`config.mk`:
```
export PLATFORM = sky130hd
export DESIGN_NAME = c1Top
export DESIGN_NICKNAME = d
export VERILOG_FILES = /design/src/c1Pkg.sv /design/src/c1AddressDecoder.sv /design/src/c1WaitStates.sv /design/src/c1InputPorts.sv /design/src/c1SoundLatch.sv /design/src/c1Top.sv
export SDC_FILE = /design/constraint.sdc
export NUM_CORES = 1
export LEC_CHECK = 0
export BUFFER_PORTS_ARGS = -buffer_cell sky130_fd_sc_hd__clkbuf_2
export CAP_MARGIN = 30
export CORE_AREA = 5 5 89 67
export CTS_CLUSTER_DIAMETER = 120
export CTS_CLUSTER_SIZE = 20
export DETAILED_ROUTE_END_ITERATION = 16
export DIE_AREA = 0 0 94 72
export PLACE_DENSITY_LB_ADDON = 0.1
export SYNTH_ARGS = -nofsm -noshare
export SYNTH_HDL_FRONTEND = slang
export SYNTH_SLANG_ARGS = --single-unit
```
`constraint.sdc`:
```
create_clock -name CLK_68KCLK -period 7.8 [get_ports CLK_68KCLK]
set_input_delay 1.56 -clock CLK_68KCLK [delete_from_list [all_inputs] [get_ports CLK_68KCLK]]
set_output_delay 1.56 -clock CLK_68KCLK [all_outputs]
set_load 0.1 [all_outputs]
```
`src/c1Pkg.sv`:
```
`default_nettype none

package c1Pkg;

	// One main CPU bus cycle, strobes active high
	typedef struct packed {
		logic [6:0] addr;		// A23 down to A17
		logic upperStrobe;		// UDS
		logic lowerStrobe;		// LDS
		logic read;			// High for read, low for write
		logic strobe;			// AS
		logic [7:0] writeData;	// Upper data byte D15..D8
	} cpuBus_t;

	// Decoded region of the current cycle
	typedef enum logic [3:0] {
		zoneRom,
		zoneWorkRam,
		zonePort,
		zoneCtrl1,
		zoneSoundCom,
		zoneCtrl2,
		zoneStatusB,
		zoneDip,
		zoneBitWrite,
		zoneVideo,
		zonePalette,
		zoneCard,
		zoneSysRom,
		zoneBackupRam,
		zoneNone
	} c1Zone_e;

	// Byte lane pair of a 16 bit memory
	typedef struct packed {
		logic upper;	// D15..D8
		logic lower;	// D7..D0
	} laneSel_t;

	// Memory and I/O enables, all active high
	typedef struct packed {
		laneSel_t romOe;		// Program ROM
		laneSel_t portOe;		// Expansion port
		laneSel_t portWe;
		laneSel_t workRamRead;
		laneSel_t workRamWrite;
		laneSel_t sysRomOe;		// System ROM
		laneSel_t backupRamOe;
		laneSel_t backupRamWe;
		logic videoOe;			// Video controller
		logic videoWe;
		logic cardOe;			// Memory card
		logic cardWe;
		logic cardSelect;
		logic dipRead0;
		logic dipRead1;
		logic bitWrite0;
		logic bitWrite1;
		logic paletteSelect;
	} memSelects_t;

	typedef struct packed {
		logic [9:0] player1;
		logic [9:0] player2;
	} playerInputs_t;

	localparam int cardWaitStates = 2;		// Card zone
	localparam int romSlowWaitStates = 1;	// Extra cycle with romWait
	localparam int waitCountBits = 2;		// Wide enough for the largest wait

	// DTACK FSM encoding
	localparam logic [1:0] stateIdle = 2'd0;
	localparam logic [1:0] stateCounting = 2'd1;
	localparam logic [1:0] stateWaitExternal = 2'd2;
	localparam logic [1:0] stateAcknowledged = 2'd3;

	// Port wait setting where the port itself ends the cycle
	localparam logic [1:0] portWaitExternal = 2'd3;

endpackage

`default_nettype wire

```
`src/c1AddressDecoder.sv`:
```
`timescale 1ns/100ps
`default_nettype none

module c1AddressDecoder import c1Pkg::*; (
	input wire cpuBus_t bus,
	output c1Zone_e zone,
	output memSelects_t selects
);

	c1Zone_e ioZone;		// Sub decode of 300000~3FFFFF
	logic ioRegion;		// Whole I/O block
	logic readCycle;		// AS qualified read
	logic writeCycle;		// AS qualified write

	// Spread one enable onto whichever lanes are strobed
	function automatic laneSel_t laneSel(input logic enable, input cpuBus_t cycle);
		laneSel_t lanes;
		lanes.upper = enable & cycle.upperStrobe;
		lanes.lower = enable & cycle.lowerStrobe;
		return lanes;
	endfunction

	assign ioRegion = (bus.addr[6:3] == 4'b0011);
	assign readCycle = bus.strobe & bus.read;
	assign writeCycle = bus.strobe & ~bus.read;

	// I/O block, registers on the upper lane
	always_comb begin
		ioZone = zoneNone;
		if (bus.addr[2:0] == 3'b110) begin
			ioZone = zoneVideo;		// 3C0000~3DFFFF, either lane
		end else if (bus.upperStrobe) begin
			case (bus.addr[2:0])
				3'b000: ioZone = zoneCtrl1;		// 300000~31FFFE
				3'b001: ioZone = zoneSoundCom;	// 320000~33FFFE
				3'b010: ioZone = zoneCtrl2;		// 340000~35FFFE
				3'b100: ioZone = zoneStatusB;	// 380000~39FFFE
				default: ioZone = zoneNone;		// 36xxxx, 3Axxxx, 3Exxxx
			endcase
		end else if (bus.lowerStrobe) begin
			// Odd bytes only
			case (bus.addr[2:1])
				2'b00: ioZone = zoneDip;		// 30xxxx to 33xxxx
				2'b10: ioZone = zoneBitWrite;	// 38xxxx to 3Bxxxx
				default: ioZone = zoneNone;
			endcase
		end
	end

	// Top level memory map
	always_comb begin
		casez (bus.addr)
			7'b0000???: zone = zoneRom;			// 000000~0FFFFF
			7'b0001???: zone = zoneWorkRam;		// 100000~1FFFFF
			7'b0010???: zone = zonePort;		// 200000~2FFFFF
			7'b0011???: zone = ioZone;			// 300000~3FFFFF
			7'b01?????: zone = zonePalette;		// 400000~7FFFFF
			7'b10?????: zone = zoneCard;		// 800000~BFFFFF
			7'b1100???: zone = zoneSysRom;		// C00000~CFFFFF
			7'b1101???: zone = zoneBackupRam;	// D00000~DFFFFF
			default: zone = zoneNone;			// E00000 and up unmapped
		endcase
	end

	always_comb begin
		selects = '0;

		// Word memories, per lane
		selects.romOe = laneSel(readCycle && zone == zoneRom, bus);
		selects.portOe = laneSel(readCycle && zone == zonePort, bus);
		selects.portWe = laneSel(writeCycle && zone == zonePort, bus);
		selects.workRamRead = laneSel(readCycle && zone == zoneWorkRam, bus);
		selects.workRamWrite = laneSel(writeCycle && zone == zoneWorkRam, bus);
		selects.sysRomOe = laneSel(readCycle && zone == zoneSysRom, bus);
		selects.backupRamOe = laneSel(readCycle && zone == zoneBackupRam, bus);
		selects.backupRamWe = laneSel(writeCycle && zone == zoneBackupRam, bus);

		// Video controller sits on the upper byte
		selects.videoOe = readCycle & bus.upperStrobe & (zone == zoneVideo);
		selects.videoWe = writeCycle & bus.upperStrobe & (zone == zoneVideo);

		// Card is byte wide on the odd lane
		selects.cardOe = readCycle & bus.lowerStrobe & (zone == zoneCard);
		selects.cardWe = writeCycle & bus.lowerStrobe & (zone == zoneCard);
		selects.cardSelect = selects.cardOe | selects.cardWe;

		// DIP reads and bit writes straight from the address so word access still hits
		selects.dipRead0 = readCycle & bus.lowerStrobe & ioRegion & (bus.addr[2:0] == 3'b000);
		selects.dipRead1 = readCycle & bus.lowerStrobe & ioRegion & (bus.addr[2:0] == 3'b001);
		selects.bitWrite0 = writeCycle & bus.lowerStrobe & ioRegion & (bus.addr[2:0] == 3'b100);
		selects.bitWrite1 = writeCycle & bus.lowerStrobe & ioRegion & (bus.addr[2:0] == 3'b101);

		selects.paletteSelect = bus.strobe & (zone == zonePalette);	// Any lane, any direction
	end

endmodule

`default_nettype wire

```
`src/c1WaitStates.sv`:
```
`timescale 1ns/100ps
`default_nettype none

module c1WaitStates import c1Pkg::*; (
	input wire CLK_68KCLK,
	input wire reset,
	input wire strobe,
	input wire c1Zone_e zone,
	input wire romWait,
	input wire [1:0] portWait,
	input wire portDtack,
	output logic dtack
);

	logic [1:0] state;
	logic [1:0] stateNext;
	logic [waitCountBits-1:0] count;		// Wait cycles left
	logic [waitCountBits-1:0] countNext;
	logic [waitCountBits-1:0] waitLoad;	// Wait cycles for this zone
	logic external;						// Port ends the cycle itself

	// Zone dependent wait
	always_comb begin
		waitLoad = '0;
		external = 1'b0;
		case (zone)
			zoneRom: begin
				if (romWait)
					waitLoad = waitCountBits'(romSlowWaitStates);	// Slow cart ROM
			end
			zonePort: begin
				if (portWait == portWaitExternal)
					external = 1'b1;		// Wait for portDtack
				else
					waitLoad = portWait;	// 0 to 2 waits
			end
			zoneCard: waitLoad = waitCountBits'(cardWaitStates);
			default: waitLoad = '0;		// Everything else runs at full speed
		endcase
	end

	always_comb begin
		stateNext = state;
		countNext = count;
		case (state)
			stateIdle: begin
				if (strobe) begin		// New bus cycle
					if (external) begin
						stateNext = stateWaitExternal;
					end else begin
						stateNext = stateCounting;
						countNext = waitLoad;
					end
				end
			end
			stateCounting: begin
				if (!strobe)
					stateNext = stateIdle;				// Aborted cycle
				else if (count == '0)
					stateNext = stateAcknowledged;
				else
					countNext = count - 1'b1;
			end
			stateWaitExternal: begin
				if (!strobe) begin
					stateNext = stateIdle;
				end else if (portDtack) begin
					stateNext = stateCounting;	// One more clock then DTACK
					countNext = '0;
				end
			end
			stateAcknowledged: begin
				if (!strobe)
					stateNext = stateIdle;	// Hold until AS released
			end
			default: stateNext = stateIdle;
		endcase
	end

	always_ff @(posedge CLK_68KCLK) begin
		if (reset) begin
			state <= stateIdle;
			count <= '0;
		end else begin
			state <= stateNext;
			count <= countNext;
		end
	end

	assign dtack = (state == stateAcknowledged);	// Registered, no glitches

endmodule

`default_nettype wire

```
`src/c1InputPorts.sv`:
```
`timescale 1ns/100ps
`default_nettype none

module c1InputPorts import c1Pkg::*; (
	input wire CLK_68KCLK,
	input wire reset,
	input wire playerInputs_t player,
	input wire [1:0] cardDetect,
	input wire writeProtect,
	input wire systemMode,
	input wire c1Zone_e zone,
	output logic [7:0] inputData
);

	// All pin inputs sampled together
	typedef struct packed {
		playerInputs_t player;
		logic [1:0] cardDetect;
		logic writeProtect;
		logic systemMode;
	} pinSample_t;

	pinSample_t pins;			// Raw pins
	pinSample_t pinsSampled;		// One clock later

	assign pins = '{player, cardDetect, writeProtect, systemMode};

	// Settling register for the asynchronous pins
	always_ff @(posedge CLK_68KCLK) begin
		if (reset)
			pinsSampled <= '0;
		else
			pinsSampled <= pins;
	end

	// Read mux onto the upper data byte
	always_comb begin
		case (zone)
			zoneCtrl1: inputData = pinsSampled.player.player1[7:0];
			zoneCtrl2: inputData = pinsSampled.player.player2[7:0];
			zoneStatusB: begin
				inputData = {
					pinsSampled.systemMode,
					pinsSampled.writeProtect,
					pinsSampled.cardDetect,
					pinsSampled.player.player1[9:8],	// Start and select, player one
					pinsSampled.player.player2[9:8]		// Same for player two
				};
			end
			default: inputData = 8'h00;		// Not an input register
		endcase
	end

endmodule

`default_nettype wire

```
`src/c1SoundLatch.sv`:
```
`timescale 1ns/100ps
`default_nettype none

module c1SoundLatch import c1Pkg::*; (
	input wire CLK_68KCLK,
	input wire reset,
	input wire cpuBus_t bus,
	input wire c1Zone_e zone,
	input wire soundRead,
	input wire soundWrite,
	input wire soundClear,
	input wire [7:0] soundWriteData,
	output logic [7:0] commandData,
	output logic [7:0] replyData,
	output logic commandPending
);

	logic strobeSeen;		// AS on the previous clock
	logic cycleStart;		// First clock of a bus cycle
	logic commandLoad;		// 68k write to the command latch
	logic soundReadDone;	// Sound CPU read has finished

	assign cycleStart = bus.strobe & ~strobeSeen;

	// Once per bus cycle however long the wait
	assign commandLoad = cycleStart & ~bus.read & (zone == zoneSoundCom);

	always_ff @(posedge CLK_68KCLK) begin
		if (reset) begin
			strobeSeen <= 1'b0;
			soundReadDone <= 1'b0;
			commandData <= 8'h00;
			replyData <= 8'h00;
			commandPending <= 1'b0;
		end else begin
			strobeSeen <= bus.strobe;
			soundReadDone <= soundRead;

			// Main CPU to sound CPU
			if (commandLoad)
				commandData <= bus.writeData;

			// Sound CPU to main CPU
			if (soundClear)
				replyData <= 8'h00;
			else if (soundWrite)
				replyData <= soundWriteData;

			// A fresh command is never lost to a clear
			if (commandLoad)
				commandPending <= 1'b1;
			else if (soundClear || soundReadDone)
				commandPending <= 1'b0;
		end
	end

endmodule

`default_nettype wire

```
`src/c1Top.sv`:
```
`timescale 1ns/100ps
`default_nettype none

module c1Top import c1Pkg::*; (
	input wire CLK_68KCLK,
	input wire reset,
	input wire cpuBus_t bus,
	input wire playerInputs_t player,
	input wire [1:0] cardDetect,
	input wire writeProtect,
	input wire systemMode,
	input wire romWait,
	input wire [1:0] portWait,
	input wire portDtack,
	input wire soundRead,
	input wire soundWrite,
	input wire soundClear,
	input wire [7:0] soundWriteData,
	output memSelects_t selects,
	output logic dtack,
	output logic [7:0] readData,
	output logic [7:0] commandData,
	output logic commandPending,
	output c1Zone_e zone
);

	logic [7:0] inputData;		// Controller and status byte
	logic [7:0] replyData;		// Byte from the sound CPU

	c1AddressDecoder i_c1AddressDecoder (
		.bus(bus),
		.zone(zone),
		.selects(selects)
	);

	c1WaitStates i_c1WaitStates (
		.CLK_68KCLK(CLK_68KCLK),
		.reset(reset),
		.strobe(bus.strobe),
		.zone(zone),
		.romWait(romWait),
		.portWait(portWait),
		.portDtack(portDtack),
		.dtack(dtack)
	);

	c1InputPorts i_c1InputPorts (
		.CLK_68KCLK(CLK_68KCLK),
		.reset(reset),
		.player(player),
		.cardDetect(cardDetect),
		.writeProtect(writeProtect),
		.systemMode(systemMode),
		.zone(zone),
		.inputData(inputData)
	);

	c1SoundLatch i_c1SoundLatch (
		.CLK_68KCLK(CLK_68KCLK),
		.reset(reset),
		.bus(bus),
		.zone(zone),
		.soundRead(soundRead),
		.soundWrite(soundWrite),
		.soundClear(soundClear),
		.soundWriteData(soundWriteData),
		.commandData(commandData),
		.replyData(replyData),
		.commandPending(commandPending)
	);

	// Reply latch shares the bus with the input ports
	assign readData = (zone == zoneSoundCom) ? replyData : inputData;

endmodule

`default_nettype wire

```
== After elaboration in Yosys (flattened, before gate mapping) ==
Index checks and enable logic that the tools add are counted.
Widths: inputs -> output; s select.

* Register bits: 47
* Input port bits: 60
* Output and inout port bits: 48
* Word-level logic and storage cells: 139

* Add/subtract/negate cells: 1
* Equal/unequal tests: 37
* Mux-type cells: 30
* Bitwise operators: 39
* Reduce and logical (&&, ||, !) cells: 20

{| class="wikitable"
|+ Operators by type and width
! kind !! number
|-
| $and 1x1->1 || 36
|-
| $pmux 4 s8 || 1
|-
| $eq 4x4->1 const B || 7
|-
| $mux 2 || 14
|-
| $pmux 8 s3 || 1
|-
| $eq 4x2->1 const B || 4
|-
| $pmux 4 s4 || 1
|-
| $ne 2x2->1 const B || 7
|-
| $eq 4x3->1 const B || 3
|-
| $mux 4 || 3
|-
| $pmux 2 s3 || 2
|-
| $eq 2x2->1 const B || 5
|-
| $eq 3x3->1 const B || 3
|-
| $eq 4x1->1 const B || 2
|-
| $logic_and 1x1->1 || 8
|-
| $logic_not 4->1 || 2
|-
| $mux 8 || 1
|-
| $pmux 2 s4 || 1
|-
| $pmux 4 s2 || 1
|-
| $reduce_and 7->1 || 1
|-
| $logic_not 2->1 || 3
|-
| $mux 1 || 5
|-
| $eq 2x1->1 const B || 2
|-
| $reduce_and 4->1 || 1
|-
| other kinds (12) || 13
|}

== Logic depth before layout (Yosys ltp) ==
Gate-level depths: netlist of run 1.

* Word-level depth: 11
* Gate-level depth with buffers: 11

== Hierarchy ==
Synthesis of run 1 repeated with hierarchy kept, for this count alone.

* Cells, all modules: 295
* Area, all modules: 2693.8 µm²

{| class="wikitable"
|+ By module, submodules not included
! module !! instances !! cells an instance !! area an instance (µm²)
|-
| c1InputPorts || 1 || 72 || 807.0
|-
| c1SoundLatch || 1 || 74 || 759.5
|-
| c1AddressDecoder || 1 || 87 || 549.3
|-
| c1WaitStates || 1 || 53 || 464.2
|-
| c1Top || 1 || 9 || 113.9
|}

== Least setup slack after synthesis of run 1 ==
No wires, ideal clock.

* Kind: input -> output
* Start point: in bus[17] (netlist bit)
* End point: out selects[5] (netlist bit)
* Data arrival time: 5.820 ns
* Required time: 6.240 ns
* Path slack: 0.420 ns
* Stages on the path: 8
* Cell sequence: inv_1 -> ha_1 -> nand3_1 -> a21oi_1 -> a221o_1 -> a21boi_1 -> nand3_1 -> nor2_1

{| class="wikitable"
|+ RTL lines
! element !! line !! text
|-
| from (decl) || c1Top.sv:7 || <nowiki>input wire cpuBus_t bus,</nowiki>
|-
| to (decl) || c1Top.sv:19 || <nowiki>output memSelects_t selects,</nowiki>
|}

== Final worst setup path of run 1 ==
* Start point: in bus[17] (netlist bit)
* End point: out readData[7]

* Longest elaborated chain between the ends: 5

{| class="wikitable"
|+ Ends and longest elaborated chain
! element !! line !! text
|-
| $eq 4x4->1 (tied with other cells) || c1AddressDecoder.sv:52 || <nowiki>casez (bus.addr)</nowiki>
|-
| $pmux 4 s8 (*) || c1AddressDecoder.sv:52 ||
|-
| $eq 4x3->1 / $eq 4x2->1 (equally long branches) || c1InputPorts.sv:38 || <nowiki>case (zone)</nowiki>
|-
| $pmux 8 s3 || c1InputPorts.sv:38 ||
|-
| $mux 8 (*) || c1Top.sv:73 || <nowiki>assign readData = (zone == zoneSoundCom) ? replyData : inputData;</nowiki>
|-
| to (decl) || c1Top.sv:21 || <nowiki>output logic [7:0] readData,</nowiki>
|}

Every way passes the cells marked *; elsewhere a longest branch is shown, timed or not.

==> run metrics, run 1 <==
port buffer count roughly 110; cell count after synthesis about 280; total gr overflow 0; Slew @ Worst Pin approximately 0.8 ns; Die Wd 94 um; Clk pwr share 0.318; Compound-Gate Fraction of Synth Area 0.115; number of CTS-inserted buffers 5; switching fraction of total power 0.297; hold_ws approximately 0.5 ns; Post-Place Cells approximately 440; WP data required between 6 and 7 ns; RSZ-0062 raised after global routing no; post-synthesis sequential area ratio 0.384; io pins approximately 110; crit path cell chain clkbuf_2, inv_1, ha_1, nand3_1, a21oi_1, a221o_1, a21boi_1, nor3b_2, a221o_1, clkbuf_2; Layout Nets roughly 450; worst setup margin between 1 and 1.5 ns; # diodes 0; Fmax achieved roughly 160 MHz; post-synthesis mux area share 0.0980; Worst VDD drop between 0.1 and 0.15 mV; Placement Setup Slack roughly 1.4 ns; Vert. Die Dim just over 70 um; run status complete, no violations; clock buffer depth 2; WL/cell 13.6 um; DRT Wirelength 6.14 mm; Pre-antenna DRT Iters 4; share of cells above drive strength 1 0.339; Sw Pwr approximately 170 uW; Final Hold Fails 0; main combinational cell family by area after synthesis simple AND/OR/NAND/NOR gates; Area Overhead vs Synth 28.1%; Setup Fix Bufs, Post-CTS 0; #FFs+latches synth 47; Fin Clk Skew roughly 0.0017 ns; detailed-route via count around 2,300; Worst Setup Start Kind primary input; Post-Synth Adder-Cell Area 0.0408; Reg clk slew, reported paths about 0.08 ns; internal power between 400 and 500 uW; commonest non-fill, non-tap cells in the layout 107 x clkbuf_2, 52 x nor2_1, 47 x dfxtp_1, 29 x nor2b_1, 24 x mux2i_1; number of max-cap violations 0; Logic pwr share 0.236; Slew Viols, Final 0; Worst-Skew Late Latency between 0.2 and 0.3 ns; Slew HR 0.463; row cnt 22; TNS Setup 0 ns; GP Congestion 0.877; Post-CTS Hold Fix Bufs 0; filler instances between 400 and 500; pwr/cell area 185 mW/mm^2; HPWL after DPL ~5.0 mm; CTS tree built; final setup vio count 0; clk root buf clkbuf_8; post-layout min period about 6.4 ns; Post-synth EDFFs 0; vias per cell roughly 5.0; synthesized area 0.00245 mm^2; detailed router's first-iteration violation count around 130; leakage power total roughly 1.4 nW; global-route wire length before repair 10.0 mm; top_reg_cell synth dfxtp_1; cell area after layout roughly 0.0031 mm^2; number of global-route vias before repair approximately 2,200; Layout Cells excl Fill approximately 450; Async S/R FF share, synth 0; Hold Crit Class reg -> reg; placed cell areas 0.00302 mm^2; cts repair resizes 0; slowest stage delay, CP roughly 0.64 ns; Core Area 0.00501 mm^2; XOR/XNOR Fraction of Synth Area 0; crit end category primary output; Syn Nets between 300 and 400; CP Max Fanout 16; Crit Path Category in -> out; leading cell type in the layout, fill and taps excluded clkbuf_2; Crit path max-delay family compound AO/OA/AOI/OAI gates; crit share post-route 0.824; initial antenna violation count 0; H-tree Lvls 2; total global-route track usage 0.182; slowest library cell on the worst path a221o_1; Simple-Gate Fraction of Synth Area 0.316; pin count of the biggest net entering global routing 42; Mapped Avg Cell Area between 8 and 9 um^2; clk sinks 47; Yosys Warn Count 0; area of the die 0.00677 mm^2; Yosys cell types between 40 and 50; CP bufs+invs 3; WP data arrival around 4.9 ns; # DRC 0; ANT nets after route 0; Starting Density 0.490; Reg power frac 0.446
-- power groups by stage --
stage | clock network, mW | registers (mW) | logic (mW)
detailed placement | 0 | 0.264 | 0.137
finish | 0.184 | 0.259 | 0.137
global route | 0.202 | 0.260 | 0.151
global placement | 0 | 0.264 | 0.136
CTS | 0.190 | 0.259 | 0.137
floorplan | 0 | 0.263 | 0.104
-- final cells by class --
| class | count | area, um^2 | share of cell area |
|---|---|---|---|
| multi-input cells | 206 | 1400 | 0.447 |
| flip-flops and latches | 47 | 941 | 0.300 |
| repair buffers | 108 | 543 | 0.173 |
| well taps | 72 | 90.1 | 0.0287 |
| clock buffers | 6 | 82.6 | 0.0263 |
| inverters | 11 | 41.3 | 0.0131 |
| clock inverters | 2 | 38.8 | 0.0124 |
-- registers in the layout (all words and copies together) (netlist names) --
name / flops
i_c1SoundLatch.strobeSeen: 1
i_c1SoundLatch.replyData: 8
i_c1InputPorts.pinsSampled: 24
i_c1WaitStates.state: 2
i_c1SoundLatch.commandPending: 1
i_c1WaitStates.count: 2
i_c1SoundLatch.commandData: 8
i_c1SoundLatch.soundReadDone: 1
-- kinds of logic after synthesis --
logic type / Yosys count
AO/OA/AOI/OAI: 34
buffers and inverters: 26
multiplexers: 24
AND/OR/NAND/NOR: 140
flip-flops: 47
adder cells (fa/ha/maj): 8
-- final timing paths --
check | startpoint | to | slack, ns | cells past startpoint
max reg2reg | i_c1WaitStates.state[0] | i_c1WaitStates.state[0] | 6.01 | 7
min reg2reg | i_c1SoundLatch.replyData[0] | i_c1SoundLatch.replyData[0] | 0.50 | 2
min | i_c1SoundLatch.replyData[0] | i_c1SoundLatch.replyData[0] | 0.50 | 2
max | bus[17] | readData[7] | 1.37 | 10
-- per-layer routing --
metal | global-route usage | routed length (um) | vias up
met5 | 0 | 0 | -
met4 | 0.0417 | 70 | 0
met3 | 0.0580 | 584 | 8
met2 | 0.279 | 2560 | 83
met1 | 0.251 | 2920 | 1005
li1 | - | - | 1170
-- cell usage after synthesis (all sizes together), types with 3 or more instances --
cell type,instances,share of area
ha,8,0.041
mux2i,24,0.098
o21ai,3,0.0061
clkbuf,7,0.011
nor2b,29,0.074
nor4b,3,0.013
a221o,9,0.037
nor4,6,0.021
nor2,52,0.080
nand2b,6,0.015
inv,11,0.017
buf,8,0.019
or2,4,0.010
nor3,7,0.014
a21oi,7,0.014
dfxtp,47,0.38
nand3,9,0.018
nand2,7,0.011
and2,4,0.011
-- metrics by stage --
| step | utilization | power (mW) |
|---|---|---|
| 2_1_floorplan | - | 0.367 |
| 3_3_place_gp | 0.603 | 0.400 |
| 3_5_place_dp | 0.603 | 0.401 |
| 4_1_cts | 0.627 | 0.586 |
| 5_1_grt | 0.627 | 0.613 |
| 6_report | 0.627 | 0.580 |
-- worst register-to-register path, delay by kind of cell (launching register included) --
kind	cells	cell delay, ns
AOI/OAI and AO/OA	4	0.97
adders and majority gates	1	0.23
buffers and inverters	2	0.13
DFF	1	0.38
Power figures use the tool's default switching activity.
==> inputs of run 2 (changes only) <==
--- a/config.mk
+++ b/config.mk
@@ -7,11 +7,11 @@
 export LEC_CHECK = 0
 export BUFFER_PORTS_ARGS = -buffer_cell sky130_fd_sc_hd__clkbuf_2
 export CAP_MARGIN = 30
-export CORE_AREA = 5 5 89 67
+export CORE_AREA = 5 5 93 69
 export CTS_CLUSTER_DIAMETER = 120
 export CTS_CLUSTER_SIZE = 20
 export DETAILED_ROUTE_END_ITERATION = 16
-export DIE_AREA = 0 0 94 72
+export DIE_AREA = 0 0 98 74
 export PLACE_DENSITY_LB_ADDON = 0.1
 export SYNTH_ARGS = -nofsm -noshare
 export SYNTH_HDL_FRONTEND = slang
==> constraint.sdc (replaced) <==
create_clock -name CLK_68KCLK -period 6.5 [get_ports CLK_68KCLK]
set_input_delay 1.3 -clock CLK_68KCLK [delete_from_list [all_inputs] [get_ports CLK_68KCLK]]
set_output_delay 1.3 -clock CLK_68KCLK [all_outputs]
set_load 0.1 [all_outputs]
==> run metrics, run 2 (same netlist as run 1, synthesis figures left out) <==
slowest stage delay, CP 0.58 ns (was 0.64 ns); hold-critical path depth 2 (unchanged); total gr overflow 0 (unchanged); Design Power 664 uW (was 580 uW); initial antenna violation count 0 (unchanged); share of cells above drive strength 1 0.344 (was 0.339); Slew Viols, Final 0 (unchanged); Fin Clk Skew 0.00399 ns (was 0.00165 ns); H-tree Lvls 2 (unchanged); largest registers i_c1InputPorts.pinsSampled: 24 flops, i_c1SoundLatch.commandData: 8 flops, i_c1SoundLatch.replyData: 8 flops (unchanged); GP Congestion 0.866 (was 0.877); detailed router's first-iteration violation count 54 (was 127); Reg power frac 0.468 (was 0.446); Hold Crit Class reg -> reg (unchanged); number of max-cap violations 0 (unchanged); clock buffer depth 2 (unchanged); total global-route track usage 0.175 (was 0.182); internal power 460 uW (was 408 uW); met1 usage 0.224 (was 0.251); leading cell type in the layout, fill and taps excluded clkbuf_2 (unchanged); DRT Wirelength 6.37 mm (was 6.14 mm); Worst Setup Start Kind primary input (unchanged); clk sinks 47 (unchanged); RSZ-0062 raised after global routing no (unchanged); pwr/cell area 212 mW/mm^2 (was 185 mW/mm^2); worst r2r src i_c1WaitStates.state[0] (unchanged); global-route wire length before repair 10.1 mm (was 10.0 mm); area of the die 0.00725 mm^2 (was 0.00677 mm^2); Pre-antenna DRT Iters 4 (unchanged); Die Wd 98 um (was 94 um); pin count of the biggest net entering global routing 42 (unchanged); Hold Crit Endpoint i_c1SoundLatch.commandPending (was i_c1SoundLatch.replyData[0]); cell area after layout 0.00314 mm^2 (about the same); ANT nets after route 0 (unchanged); WP data arrival 4.13 ns (was 4.87 ns); Starting Density 0.446 (was 0.490); clk root buf clkbuf_8 (unchanged); WL/cell 14.0 um (was 13.6 um); Layout Nets 448 (was 447); HPWL after DPL 5.03 mm (was 4.96 mm); Core Area 0.00550 mm^2 (was 0.00501 mm^2); # diodes 0 (unchanged); commonest non-fill, non-tap cells in the layout 107 x clkbuf_2, 52 x nor2_1, 47 x dfxtp_1, 29 x nor2b_1, 24 x mux2i_1 (unchanged); GR peak layer met2 (unchanged); met2 usage 0.268 (was 0.279); CTS tree built (unchanged); CP Max Fanout 16 (unchanged); Clk pwr share 0.283 (was 0.318); Final Hold Fails 0 (unchanged); slowest library cell on the worst path nor3b_2 (was a221o_1); Post-CTS Hold Fix Bufs 0 (unchanged); Area Overhead vs Synth 28.0% (was 28.1%); hold_ws 0.494 ns (was 0.496 ns); Worst VDD drop 0.142 mV (was 0.118 mV); detailed-route via count 2,280 (was 2,266); io pins 108 (unchanged); crit path cell chain clkbuf_2, inv_1, ha_1, nand3_1, a21oi_1, a221o_1, buf_4, a21boi_2, nor3b_2, a221o_1, clkbuf_2 (was clkbuf_2, inv_1, ha_1, nand3_1, a21oi_1, a221o_1, a21boi_1, nor3b_2, a221o_1, clkbuf_2); met3 Use GR 0.0900 (was 0.0580); vias per cell 5.00 (was 5.01); row cnt 23 (was 22); cts repair resizes 0 (unchanged); Crit Path Category in -> out (unchanged); post-layout min period ~5.4 ns; max FFs per register 24 (unchanged); Reg2Reg Capture Point i_c1WaitStates.state[1] (was i_c1WaitStates.state[0]); worst reg2reg setup slack 4.73 ns (was 6.01 ns); crit end category primary output (unchanged); HP Start i_c1SoundLatch.commandPending (was i_c1SoundLatch.replyData[0]); Slew @ Worst Pin 0.808 ns (was 0.805 ns); number of global-route vias before repair 2,083 (was 2,151); final setup vio count 0 (unchanged); switching fraction of total power 0.307 (was 0.297); number of CTS-inserted buffers 5 (unchanged); Vert. Die Dim 74 um (was 72 um); Biggest register i_c1InputPorts.pinsSampled (unchanged); Worst-Skew Late Latency 0.29 ns (about the same); crit share post-route 0.835; # DRC 0 (unchanged); port buffer count 107 (unchanged); placed cell areas 0.00303 mm^2 (was 0.00302 mm^2); Slew HR 0.462 (was 0.463); run status complete, no violations (unchanged); Setup Fix Bufs, Post-CTS 0 (unchanged); Fmax achieved 184 MHz; leakage power total 1.41 nW (was 1.42 nW); Reg clk slew, reported paths 0.08 ns (about the same); FF-to-FF path depth 7 (unchanged); WP data required 5.20 ns (was 6.24 ns); Sw Pwr 204 uW (was 172 uW); Logic pwr share 0.249 (was 0.236)
## run 2: cell count changes in the layout (fill, tap and decap cells not counted)
| cell | before | now |
|---|---|---|
| buf_4 | 1 | 2 |
| bufinv_16 | 1 | 0 |
| inv_6 | 1 | 0 |
| a21boi_1 | 1 | 0 |
| clkinvlp_4 | 0 | 1 |
| a21boi_2 | 0 | 1 |
| clkbuf_8 | 6 | 7 |
## run 2: worst max-delay path by stage
stage          slack [ns]  startpoint           to  cells after the start
2_1_floorplan       -0.28     bus[17]  selects[14]                      8
3_3_place_gp         1.09     bus[17]  readData[3]                     11
3_5_place_dp         1.06     bus[17]  readData[7]                     11
4_1_cts              1.02     bus[17]  readData[7]                     11
5_1_grt              0.83     bus[17]  readData[6]                     11
6_report             1.07     bus[17]  readData[7]                     11
## run 2: final cells by class
| cell class | count | area, um^2 |
|---|---|---|
| clock buffers | 7 | 96.3 |
| multi-input cells | 206 | 1410 |
| clock inverters | 1 | 7.51 |
| inverters | 11 | 41.3 |
| well taps | 75 | 93.8 |
| flip-flops and latches | 47 | 941 |
| fillers | 541 | 2360 |
| repair buffers | 109 | 551 |
## run 2: routing by layer
| metal | wire length, um | vias up |
|---|---|---|
| met5 | 0 | - |
| met2 | 2750 | 91 |
| met4 | 21 | 0 |
| li1 | - | 1167 |
| met1 | 2880 | 1020 |
| met3 | 722 | 2 |
## run 2: stage by stage
stage | setup WS (ns) | utilization | TNS [ns] | instances
after floorplan | -0.280 | - | -0.560 | 279
after global placement | 1.09 | 0.552 | 0 | 448
after detailed placement | 1.06 | 0.552 | 0 | 448
after CTS | 1.02 | 0.571 | 0 | 456
after global routing | 0.835 | 0.571 | 0 | 456
final | 1.07 | 0.571 | 0 | 456
## run 2: critical path, delay by kind of cell
| kind | cells | cell delay (ns) |
|---|---|---|
| adders and majority gates | 1 | 0.27 |
| AOI/OAI and AO/OA | 4 | 0.93 |
| buffers and inverters | 4 | 0.85 |
| and+or+nand+nor | 2 | 0.78 |
## run 2: power by group through the flow
stage	sequential [mW]	clock [mW]	combinational [mW]
2_1_floorplan	0.315	0	0.126
3_3_place_gp	0.317	0	0.166
3_5_place_dp	0.317	0	0.166
4_1_cts	0.310	0.197	0.167
5_1_grt	0.312	0.211	0.180
6_report	0.310	0.188	0.165
==> inputs of run 3 (changes only) <==
--- a/config.mk
+++ b/config.mk
@@ -7,11 +7,11 @@
 export LEC_CHECK = 0
 export BUFFER_PORTS_ARGS = -buffer_cell sky130_fd_sc_hd__clkbuf_2
 export CAP_MARGIN = 30
-export CORE_AREA = 5 5 93 69
+export CORE_AREA = 5 5 97 72
 export CTS_CLUSTER_DIAMETER = 120
 export CTS_CLUSTER_SIZE = 20
 export DETAILED_ROUTE_END_ITERATION = 16
-export DIE_AREA = 0 0 98 74
+export DIE_AREA = 0 0 102 77
 export PLACE_DENSITY_LB_ADDON = 0.1
 export SYNTH_ARGS = -nofsm -noshare
 export SYNTH_HDL_FRONTEND = slang
==> constraint.sdc (replaced) <==
create_clock -name CLK_68KCLK -period 4.8 [get_ports CLK_68KCLK]
set_input_delay 0.96 -clock CLK_68KCLK [delete_from_list [all_inputs] [get_ports CLK_68KCLK]]
set_output_delay 0.96 -clock CLK_68KCLK [all_outputs]
set_load 0.1 [all_outputs]
==> run metrics, run 3 (same netlist as run 1, synthesis figures left out) <==
total gr overflow 0 (unchanged); Crit Path Category in -> out (unchanged); Reg power frac 0.466 (was 0.468); pwr/cell area 260 mW/mm^2 (was 212 mW/mm^2); Slew Viols, Final 0 (unchanged); WP data required 3.84 ns (was 5.20 ns); RSZ-0062 raised after global routing no (unchanged); Fmax achieved approximately 220 MHz; Worst-Skew Late Latency 0.29 ns (about the same); internal power 618 uW (was 460 uW); ANT nets after route 0 (unchanged); Die Wd 102 um (was 98 um); cell area after layout 0.00347 mm^2 (was 0.00314 mm^2); Post-Place Cells 452 (was 448); switching fraction of total power 0.314 (was 0.307); clk root buf clkbuf_8 (unchanged); clk sinks 47 (unchanged); number of global-route vias before repair 2,146 (was 2,083); Layout Nets 449 (was 448); Sw Pwr 283 uW (was 204 uW); WP data arrival 3.52 ns (was 4.13 ns); vias per cell 5.01 (was 5.00); total global-route track usage 0.165 (was 0.175); Biggest register i_c1InputPorts.pinsSampled (unchanged); initial antenna violation count 0 (unchanged); Vert. Die Dim 77 um (was 74 um); # diodes 0 (unchanged); port buffer count 107 (unchanged); final setup vio count 0 (unchanged); Hold Crit Class reg -> reg (unchanged); HPWL after DPL 5.35 mm (was 5.03 mm); row cnt 24 (was 23); pin count of the biggest net entering global routing 42 (unchanged); Reg clk slew, reported paths 0.08 ns (about the same); Final Hold Fails 0 (unchanged); worst setup margin 0.324 ns (was 1.07 ns); global-route wire length before repair 10.4 mm (was 10.1 mm); Worst VDD drop 0.182 mV (was 0.142 mV); io pins 108 (unchanged); placed cell areas 0.00337 mm^2 (was 0.00303 mm^2); leakage power total 1.48 nW (was 1.41 nW); CP Max Fanout 8 (was 16); Setup Fix Bufs, Post-CTS 0 (unchanged); Slew HR 0.438 (was 0.462); detailed router's first-iteration violation count 83 (was 54); Clk pwr share 0.266 (was 0.283); detailed-route via count 2,305 (was 2,280); WL/cell 14.2 um (was 14.0 um); Layout Cells excl Fill 460 (was 456); number of CTS-inserted buffers 5 (unchanged); Starting Density 0.410 (was 0.446); clock buffer depth 2 (unchanged); leading cell type in the layout, fill and taps excluded clkbuf_2 (unchanged); final core utilization 0.581 (was 0.571); Placement Setup Slack 0.308 ns (was 1.06 ns); commonest non-fill, non-tap cells in the layout 92 x clkbuf_2, 47 x dfxtp_1, 43 x nor2_1, 29 x nor2b_1, 24 x mux2i_1 (was 107 x clkbuf_2, 52 x nor2_1, 47 x dfxtp_1, 29 x nor2b_1, 24 x mux2i_1); max FFs per register 24 (unchanged); GP Congestion 0.868 (was 0.866); crit share post-route 0.932; Logic pwr share 0.268 (was 0.249); # DRC 0 (unchanged); CTS tree built (unchanged); Area Overhead vs Synth 41.5% (was 28.0%); TNS Setup 0 ns (unchanged); area of the die 0.00785 mm^2 (was 0.00725 mm^2); post-layout min period approximately 4.5 ns; DRT Wirelength 6.55 mm (was 6.37 mm); largest registers i_c1InputPorts.pinsSampled: 24 flops, i_c1SoundLatch.commandData: 8 flops, i_c1SoundLatch.replyData: 8 flops (unchanged); share of cells above drive strength 1 0.395 (was 0.344); Slew @ Worst Pin 0.843 ns (was 0.808 ns); crit end category primary output (unchanged); Worst Setup Start Kind primary input (unchanged); Fin Clk Skew 0.00773 ns (was 0.00399 ns); Core Area 0.00598 mm^2 (was 0.00550 mm^2); Pre-antenna DRT Iters 4 (unchanged); number of max-cap violations 0 (unchanged); H-tree Lvls 2 (unchanged); run status complete, no violations (unchanged)
## run 3: timing repair
action,in CTS,in global routing
endpoints found under the setup margin,0,2
gates resized for setup,0,1
hold buffers,0,0
## run 3: area by class of cell
type | count | area (um^2)
inverters | 11 | 41.3
well taps | 78 | 97.6
repair buffers | 110 | 783
flip-flops and latches | 47 | 941
multi-input cells | 206 | 1510
clock inverters | 1 | 8.76
clock buffers | 7 | 86.3
fillers | 568 | 2500
## run 3: critical path, cell delays in order
cell	delay, ns
clkbuf_2	0.09
inv_1	0.08
ha_1	0.27
nand3_1	0.20
nor4_1	0.65
nor2_2	0.23
inv_1	0.18
nand3_1	0.30
nor2_1	0.21
a221o_2	0.15
buf_12	0.17
## run 3: path summary, 6_finish.rpt
kind                                 start                             to  slack (ns)  cells after the start
max reg2reg        i_c1WaitStates.state[0]        i_c1WaitStates.state[0]        3.04                      7
min reg2reg  i_c1SoundLatch.commandPending  i_c1SoundLatch.commandPending        0.49                      2
min          i_c1SoundLatch.commandPending  i_c1SoundLatch.commandPending        0.49                      2
max                                bus[17]                    readData[5]        0.32                     11
## run 3: metal layers
layer / share of wire / vias to the layer above / track usage / wire length (um)
li1: - / 1171 / - / -
met1: 0.50 / 1053 / 0.246 / 3250
met2: 0.40 / 76 / 0.231 / 2650
met3: 0.094 / 5 / 0.0544 / 617
met4: 0.0044 / 0 / 0.0301 / 29
met5: 0 / - / 0 / 0
## run 3: metrics by stage
stage	power, mW	hold slack [ns]
global placement	0.667	0.471
floorplan	0.604	0.460
global route	0.953	0.520
finish	0.902	0.495
detailed placement	0.669	0.484
CTS	0.912	0.503
## run 3: power by group through the flow
stage	Combinational [mW]	Clock (mW)	Sequential (mW)
floorplan	0.177	0	0.427
global placement	0.237	0	0.429
detailed placement	0.240	0	0.430
CTS	0.241	0.250	0.421
global route	0.263	0.268	0.422
finish	0.241	0.240	0.420
